$ cat config.mk
export PLATFORM = sky130hd
export DESIGN_NAME = ddc_top
export DESIGN_NICKNAME = d
export VERILOG_FILES = /design/src/hdl/ddc_pkg.sv /design/src/hdl/cic_decimator.sv /design/src/hdl/cordic_rotator.sv /design/src/hdl/ddc_top.sv /design/src/hdl/phase_accumulator.sv
export SDC_FILE = /design/constraint.sdc
export NUM_CORES = 2
export LEC_CHECK = 0
export BUFFER_PORTS_ARGS = -buffer_cell sky130_fd_sc_hd__buf_2
export CORE_MARGIN = 2
export CORE_UTILIZATION = 65
export CTS_BUF_LIST = sky130_fd_sc_hd__clkbuf_8
export CTS_CLUSTER_SIZE = 16
export DETAILED_ROUTE_END_ITERATION = 12
export PLACE_DENSITY = 0.91
export RECOVER_POWER = 50
export SLEW_MARGIN = 20
export SYNTH_ARGS = -nofsm -noshare
export SYNTH_HDL_FRONTEND = slang
export SYNTH_SLANG_ARGS = --single-unit
$ cat constraint.sdc
create_clock -name clk -period 12.3 [get_ports clk]
set_input_delay 0.615 -clock clk [delete_from_list [all_inputs] [get_ports clk]]
set_output_delay 0.615 -clock clk [all_outputs]
set_load 0.01 [all_outputs]
$ cat src/hdl/ddc_pkg.sv
package ddc_pkg;

   // ########################################
   // widths
   // ########################################
   localparam int SAMPLE_W = 16;        // adc sample component
   localparam int OUT_W    = 18;        // cordic and baseband component
   localparam int PHASE_W  = 20;        // pi radians = 2**19
   localparam int FREQ_W   = 32;        // nco tuning word and accumulator

   // ########################################
   // cordic and cic constants
   // ########################################
   localparam int CORDIC_STAGES   = 17;     // micro-rotations
   localparam int CORDIC_LATENCY  = 19;     // quadrant + 17 stages + rounding
   localparam int CORDIC_GAIN_NUM = 13490;  // 3.2934 * 4096
   localparam int CIC_ORDER       = 3;      // gain shift assumes three stages

   typedef struct packed {
      logic signed [SAMPLE_W-1:0] i;
      logic signed [SAMPLE_W-1:0] q;
   } iq_in_t;

   typedef struct packed {
      logic signed [OUT_W-1:0] i;
      logic signed [OUT_W-1:0] q;
   } iq_out_t;

   // arctan(2**-n), scaled so that 45 degrees = 2**17
   function automatic logic [PHASE_W-3:0] atan_table(input int n);
      case (n)
         0:  return 18'd131072;   // 45.000 deg
         1:  return 18'd77376;    // 26.565 deg
         2:  return 18'd40884;    // 14.036 deg
         3:  return 18'd20753;    // 7.125 deg
         4:  return 18'd10417;
         5:  return 18'd5213;
         6:  return 18'd2607;
         7:  return 18'd1304;
         8:  return 18'd652;
         9:  return 18'd326;
         10: return 18'd163;
         11: return 18'd81;
         12: return 18'd41;
         13: return 18'd20;
         14: return 18'd10;
         15: return 18'd5;        // 0.00175 deg
         default: return '0;      // last stage needs no angle update
      endcase
   endfunction

endpackage

$ cat src/hdl/cic_decimator.sv
`timescale 1ns/1ps

// three-stage cic decimator, ratio 2**DECIM_LOG2, differential delay 1
// dc gain 2**(3*DECIM_LOG2) is removed by a plain shift, net gain 1
module cic_decimator #(
   parameter int DECIM_LOG2 = 4
) (
   input  logic             clk,
   input  logic             reset,
   input  ddc_pkg::iq_out_t mixed,
   output ddc_pkg::iq_out_t baseband,
   output logic             out_strobe
);
   import ddc_pkg::*;

   localparam int GROWTH = CIC_ORDER * DECIM_LOG2;   // bit growth of the filter
   localparam int CW     = OUT_W + GROWTH;           // internal word, wraps safely

   // index 0 is i, index 1 is q
   logic signed [OUT_W-1:0] x         [2];
   logic signed [CW-1:0]    integ     [2][CIC_ORDER];     // integrator state
   logic signed [CW-1:0]    comb_node [2][CIC_ORDER+1];   // comb chain taps
   logic signed [CW-1:0]    dly       [2][CIC_ORDER];     // comb delay registers
   logic signed [CW-1:0]    comb_q    [2];                // decimated result
   logic [DECIM_LOG2-1:0]   dcount;                       // decimation phase
   logic                    fire;                         // last input of a block
   logic                    fire_d;                       // combs just updated

   assign x    = '{mixed.i, mixed.q};
   assign fire = &dcount;

   // ########################################
   // integrators, full rate
   // ########################################
   always_ff @(posedge clk) begin
      if (reset) begin
         for (int c = 0; c < 2; c++) begin
            for (int s = 0; s < CIC_ORDER; s++) begin
               integ[c][s] <= '0;
            end
         end
      end else begin
         for (int c = 0; c < 2; c++) begin
            integ[c][0] <= integ[c][0] + CW'(x[c]);   // sign extended
            for (int s = 1; s < CIC_ORDER; s++) begin
               integ[c][s] <= integ[c][s] + integ[c][s-1];
            end
         end
      end
   end

   // decimation counter
   always_ff @(posedge clk) begin
      if (reset) begin
         dcount <= '0;
         fire_d <= 1'b0;
      end else begin
         dcount <= dcount + 1'b1;
         fire_d <= fire;
      end
   end

   // ########################################
   // combs, decimated rate
   // ########################################
   always_comb begin
      for (int c = 0; c < 2; c++) begin
         comb_node[c][0] = integ[c][CIC_ORDER-1];
         for (int s = 0; s < CIC_ORDER; s++) begin
            comb_node[c][s+1] = comb_node[c][s] - dly[c][s];   // y[n] - y[n-1]
         end
      end
   end

   always_ff @(posedge clk) begin
      if (reset) begin
         for (int c = 0; c < 2; c++) begin
            comb_q[c] <= '0;
            for (int s = 0; s < CIC_ORDER; s++) begin
               dly[c][s] <= '0;
            end
         end
      end else if (fire) begin
         for (int c = 0; c < 2; c++) begin
            comb_q[c] <= comb_node[c][CIC_ORDER];
            for (int s = 0; s < CIC_ORDER; s++) begin
               dly[c][s] <= comb_node[c][s];
            end
         end
      end
   end

   // gain shift, output held until the next strobe
   always_ff @(posedge clk) begin
      if (reset) begin
         baseband   <= '0;
         out_strobe <= 1'b0;
      end else begin
         out_strobe <= fire_d;   // one clock wide
         if (fire_d) begin
            baseband.i <= comb_q[0][CW-1 -: OUT_W];
            baseband.q <= comb_q[1][CW-1 -: OUT_W];
         end
      end
   end

endmodule

$ cat src/hdl/cordic_rotator.sv
`timescale 1ns/1ps

// pipelined cordic vector rotator
//   i' = i*cos(a) - q*sin(a), q' = i*sin(a) + q*cos(a), gain about 3.2934
//   angle scale: pi radians = 2**19
//   latency CORDIC_LATENCY clocks, one new sample every clock
module cordic_rotator (
   input  logic                       clk,
   input  ddc_pkg::iq_in_t            sample,
   input  logic [ddc_pkg::PHASE_W-1:0] angle,
   output ddc_pkg::iq_out_t           rotated
);
   import ddc_pkg::*;

   localparam int CW   = SAMPLE_W + 4;   // sign extension + 3 guard bits
   localparam int DROP = CW - OUT_W;     // bits removed at the output

   // residual angle width entering stage k
   // 19 after the quadrant split, 18 twice, then one bit less per stage
   function automatic int ang_width(input int k);
      if (k == 0)
         return PHASE_W - 1;
      else if (k == 1)
         return PHASE_W - 2;
      else
         return PHASE_W - k;
   endfunction

   // drop the low bits, round half up
   function automatic logic [OUT_W-1:0] round_out(input logic [CW-1:0] v);
      return v[CW-1 -: OUT_W] + {{(OUT_W-1){1'b0}}, v[DROP-1]};
   endfunction

   logic signed [CW-1:0] wide_i, wide_q;   // widened input sample
   logic signed [CW-1:0] i0, q0;           // after quadrant pre-rotation

   assign wide_i = {sample.i[SAMPLE_W-1], sample.i, 3'd0};
   assign wide_q = {sample.q[SAMPLE_W-1], sample.q, 3'd0};

   // ########################################
   // quadrant pre-rotation
   // ########################################
   // quadrants 1 and 2 get a 180 degree flip, the residual angle is
   // then angle[18:0] read as signed, inside +-90 degrees
   always_ff @(posedge clk) begin
      case (angle[PHASE_W-1 -: 2])
         2'b01, 2'b10: begin
            i0 <= -wide_i;
            q0 <= -wide_q;
         end
         default: begin
            i0 <= wide_i;
            q0 <= wide_q;
         end
      endcase
   end

   // ########################################
   // micro-rotation stages
   // ########################################
   for (genvar k = 0; k < CORDIC_STAGES; k++) begin : stage
      localparam int AW = ang_width(k);

      logic [AW-1:0]        res;           // residual angle, level k
      logic signed [CW-1:0] xi_in, xq_in;  // vector at level k
      logic signed [CW-1:0] xi, xq;        // vector at level k+1

      if (k == 0) begin : g_head
         assign xi_in = i0;
         assign xq_in = q0;

         always_ff @(posedge clk) begin
            res <= angle[AW-1:0];   // aligned with i0/q0
         end
      end else begin : g_body
         localparam int AWP = ang_width(k-1);
         localparam logic [PHASE_W-3:0] ATAN = atan_table(k-1);

         assign xi_in = stage[k-1].xi;
         assign xq_in = stage[k-1].xq;

         // undo the previous stage's step, keep only the bits still needed
         always_ff @(posedge clk) begin
            if (stage[k-1].res[AWP-1])
               res <= stage[k-1].res[AW-1:0] + ATAN[AW-1:0];   // went too far
            else
               res <= stage[k-1].res[AW-1:0] - ATAN[AW-1:0];
         end
      end

      // shift-and-add, direction from the residual sign
      always_ff @(posedge clk) begin
         if (res[AW-1]) begin       // negative, rotate clockwise
            xi <= xi_in + (xq_in >>> k);
            xq <= xq_in - (xi_in >>> k);
         end else begin             // positive, rotate counterclockwise
            xi <= xi_in - (xq_in >>> k);
            xq <= xq_in + (xi_in >>> k);
         end
      end
   end

   // ########################################
   // output rounding
   // ########################################
   always_ff @(posedge clk) begin
      rotated.i <= round_out(stage[CORDIC_STAGES-1].xi);
      rotated.q <= round_out(stage[CORDIC_STAGES-1].xq);
   end

endmodule

$ cat src/hdl/ddc_top.sv
`timescale 1ns/1ps

// digital down-converter channel
// nco + cordic mixer followed by a cic decimator
module ddc_top #(
   parameter int DECIM_LOG2 = 4    // log2 of the decimation ratio
) (
   input  logic                       clk,
   input  logic                       reset,
   input  ddc_pkg::iq_in_t            sample_in,
   input  logic [ddc_pkg::FREQ_W-1:0]  freq_word,
   input  logic [ddc_pkg::PHASE_W-1:0] phase_offset,
   output ddc_pkg::iq_out_t           baseband,
   output logic                       out_strobe
);
   import ddc_pkg::*;

   iq_in_t             sample_d;   // sample lined up with its angle
   logic [PHASE_W-1:0] angle;      // nco phase, one clock behind
   iq_out_t            mixed;      // full-rate mixer output

   // ########################################
   // nco
   // ########################################
   phase_accumulator u_nco (
      .clk          (clk),
      .reset        (reset),
      .freq_word    (freq_word),
      .phase_offset (phase_offset),
      .angle        (angle)
   );

   // the angle register adds one clock, match it on the data side
   always_ff @(posedge clk) begin
      sample_d <= sample_in;
   end

   // ########################################
   // mixer and decimator
   // ########################################
   cordic_rotator u_mixer (
      .clk     (clk),
      .sample  (sample_d),
      .angle   (angle),
      .rotated (mixed)
   );

   cic_decimator #(
      .DECIM_LOG2 (DECIM_LOG2)
   ) u_cic (
      .clk        (clk),
      .reset      (reset),
      .mixed      (mixed),
      .baseband   (baseband),
      .out_strobe (out_strobe)
   );

endmodule

$ cat src/hdl/phase_accumulator.sv
`timescale 1ns/1ps

// nco phase generator
// the accumulator wraps modulo 2**32, its top bits become the rotation angle
module phase_accumulator (
   input  logic                       clk,
   input  logic                       reset,
   input  logic [ddc_pkg::FREQ_W-1:0]  freq_word,
   input  logic [ddc_pkg::PHASE_W-1:0] phase_offset,
   output logic [ddc_pkg::PHASE_W-1:0] angle
);
   import ddc_pkg::*;

   logic [FREQ_W-1:0]  acc;       // running phase, wraps naturally
   logic [PHASE_W-1:0] acc_top;   // truncated phase fed to the cordic

   assign acc_top = acc[FREQ_W-1 -: PHASE_W];

   // ########################################
   // phase register
   // ########################################
   always_ff @(posedge clk) begin
      if (reset) begin
         acc <= '0;
      end else begin
         acc <= acc + freq_word;   // one step per clock
      end
   end

   // static offset added after truncation, wraps at 2 pi
   always_ff @(posedge clk) begin
      if (reset) begin
         angle <= '0;
      end else begin
         angle <= acc_top + phase_offset;
      end
   end

endmodule
==> impl_results.md <==
* Core box area at 144,000 um2
* Global route total overflow at 0
* Die H at 385 um
* Crit-path slowest cell: clkbuf_1
* Top FF cell, synth: dfxtp_1
* Ys Warns at 0
* CTS Buffer Depth at 3
* Routed vias at 78,200
* Max cap viols at 20
* Min setup slack post-route at 4.00 ns
* Worst-case clock skew at slightly below 0.06 ns
* Most used cell, CP: clkbuf_1
* Root buffer cell: clkbuf_8
* Setup TNS at 0 ns
* CP arrival at about 9 ns
* Post-DP Area at 97,100 um2
* Non-Filler Instances at 12,900
* Final Hold Viols at 0
* Buffers added on ports at 122
* ANT nets after route at 0
* Later-pin clock latency in the skew report at 1.00 ns
* Initial antenna violation count at 6
* Io pins at 123
* Placed cell count at 12,500
* Final Max Tran Viols at 991
* Crit path required time at 12.79 ns
* Number of core rows at ~140
* Worst setup EP type: flop
* Cell variety after synth at 89
* CTS clock-pin slew for the worst setup and hold paths at 0.06 ns
* Layout cells sized above 1 at 0.0516
* Critical path class: input pin to flop
* Final period utilization at 0.675
* Most common cell after layout, fill and taps aside: dfxtp_1
* Die W at a little under 400 um
* Async SR Flop Fraction at 0
* DIE AREA at about 150,000 um2
* Clk sink count at approximately 1,500
* DR DRC count at 0
* Area growth syn-to-layout at 8.49%
* CP Launch Type: input pin
* Total track usage at 0.299
* CTS H-Tree Depth at 4
* WP buf/inv at 5
* #FFs+latches synth at between 1,000 and 1,500
* Pre-CTS worst setup slack at 5.22 ns
* CP Launch Point: reset
* Number of flops mapped to enable cells by yosys at 216
* First-pass GRT wire length at 373 mm
* Vias per cell at 6.04
* CTS tree: done
* Crit Path Max Fanout at 72
* GPL Wtd Cong at ~0.96
* Fmax at 120 MHz
* Peak per-stage delay on the critical path at just under 3 ns
* DR iter-0 viols at about 5,300
* Commonest cells after routing, fill and taps aside: 1,240 x dfxtp_1, 1,236 x ha_1, 1,199 x nor2_1
* Crit-path cells: dlygate4sd3_1, clkbuf_1, clkinv_1, clkbuf_1, nand2_1, clkbuf_1
* Reg2reg start: u_cic.integ[1][0]
* Post-CTS Setup Inserts at 0
* Largest net degree at the start of global routing at 87
* Failing checks: max-capacitance violations, max-slew violations
* Max-slew headroom at -1.71
* Min cycle time layout at 8.30 ns
* HP Start: freq_word[17]
* RSZ-0062 raised after global routing: no
* Crit-path leading delay family: buffers and inverters
* Number of global-route vias before repair at 78,000
* Mapped Avg Cell Area at 8.93 um2
* Seq/Total Area, Yosys at 0.331
* Final setup fails at 0
* TritonRoute pass-1 iters at 9
* Outcome: finished with violations
* CTS buffer count at 228
* Routed wire length at approximately 230 mm
* Layout Nets at 12,200
* Hold Crit Class: input pin to flop
* Starting Density at 0.656
* Mapped cell area at 94,500 um2
* Post-route cell area at 103,000 um2
* Cells after synthesis at 10,600
* DP Wirelength at approximately 170 mm
* Avg WL per Cell at 17.6 um
* Worst-Margin Slew at 4.07 ns
* Synthesized net count at 12,000
[stage by stage]
step	hold WS, ns	utilization
after floorplan	0.310	-
after global placement	0.310	0.674
after CTS	0.00978	0.713
after global routing	0.0676	0.712
final	0.0943	0.712
after detailed placement	0.312	0.674
[worst paths after layout]
kind                               to  depth (start not counted)  slack (ns)
max                   u_cic.dly[0][6]                          6        4.00
min                     u_nco.acc[17]                          4        0.09
max reg2reg       u_cic.comb_q[0][59]                         30        4.95
min reg2reg  u_mixer.stage[0].res[14]                          0        0.32
[cells by family after synthesis]
logic type,synth area share
XOR/XNOR,0.121
AND/OR/NAND/NOR,0.162
adder cells (fa/ha/maj),0.176
multiplexers,0.0118
AO/OA/AOI/OAI,0.166
flip-flops,0.331
buffers and inverters,0.0318
[worst reg2reg max path, delay by kind of cell, from the launching register on]
family / cells / cell delay, ns
XOR/XNOR: 3 / 0.46
adder cells (fa/ha/maj): 4 / 1.29
buffers and inverters: 2 / 0.14
AND/OR/NAND/NOR: 6 / 1.23
AO/OA/AOI/OAI: 15 / 3.61
flip-flops: 1 / 0.32
[area by class of cell]
cell class	count	area [um2]
inverter	644	2420
timing repair buffer	185	1060
multi-input combinational	8328	60200
antenna	4	10.0
tap	1903	2380
fill	10200	41500
sequential	1456	31300
clock inverter	139	1240
clock buffer	284	3910
[synthesized netlist by cell type (all sizes together) (123+ instances only)]
library cell / count / share of area
a21o: 234 / 0.019
a21oi: 836 / 0.044
and2: 207 / 0.014
clkbuf: 128 / 0.0051
dfxtp: 1240 / 0.26
edfxtp: 216 / 0.069
ha: 1236 / 0.16
inv: 641 / 0.025
nand2: 398 / 0.016
nand2b: 145 / 0.0096
nand3: 200 / 0.011
nor2: 1199 / 0.048
nor2b: 220 / 0.015
nor3: 382 / 0.020
o21a: 180 / 0.014
o21ai: 464 / 0.025
o21bai: 123 / 0.0098
xnor2: 863 / 0.080
xor2: 437 / 0.041
[state kept, by name (all words and copies together) (netlist names), 32 cells and up]
register / cells
baseband: 36
sample_d: 32
u_cic.comb_q: 36
u_cic.dly: 180
u_cic.integ: 180
u_mixer.rotated: 36
u_mixer.stage.res: 199
u_mixer.stage.xi: 314
u_mixer.stage.xq: 311
u_nco.acc: 32
[timing repair]
item | CTS | global route
endpoints found under the hold margin | 61 | 0
hold buffers | 40 | 0
resized for setup | 0 | 0
[layer usage]
layer / vias to the layer above / routed length (um) / GRT usage
met2: 2559 / 111000 / 0.530
met5: - / 13 / 0
met1: 36900 / 94500 / 0.357
met3: 730 / 12900 / 0.0486
li1: 38000 / - / -
met4: 2 / 9050 / 0.125
Power is not shown: default switching activity piles up to over one toggle a cycle in this logic, so the estimate is an artifact.
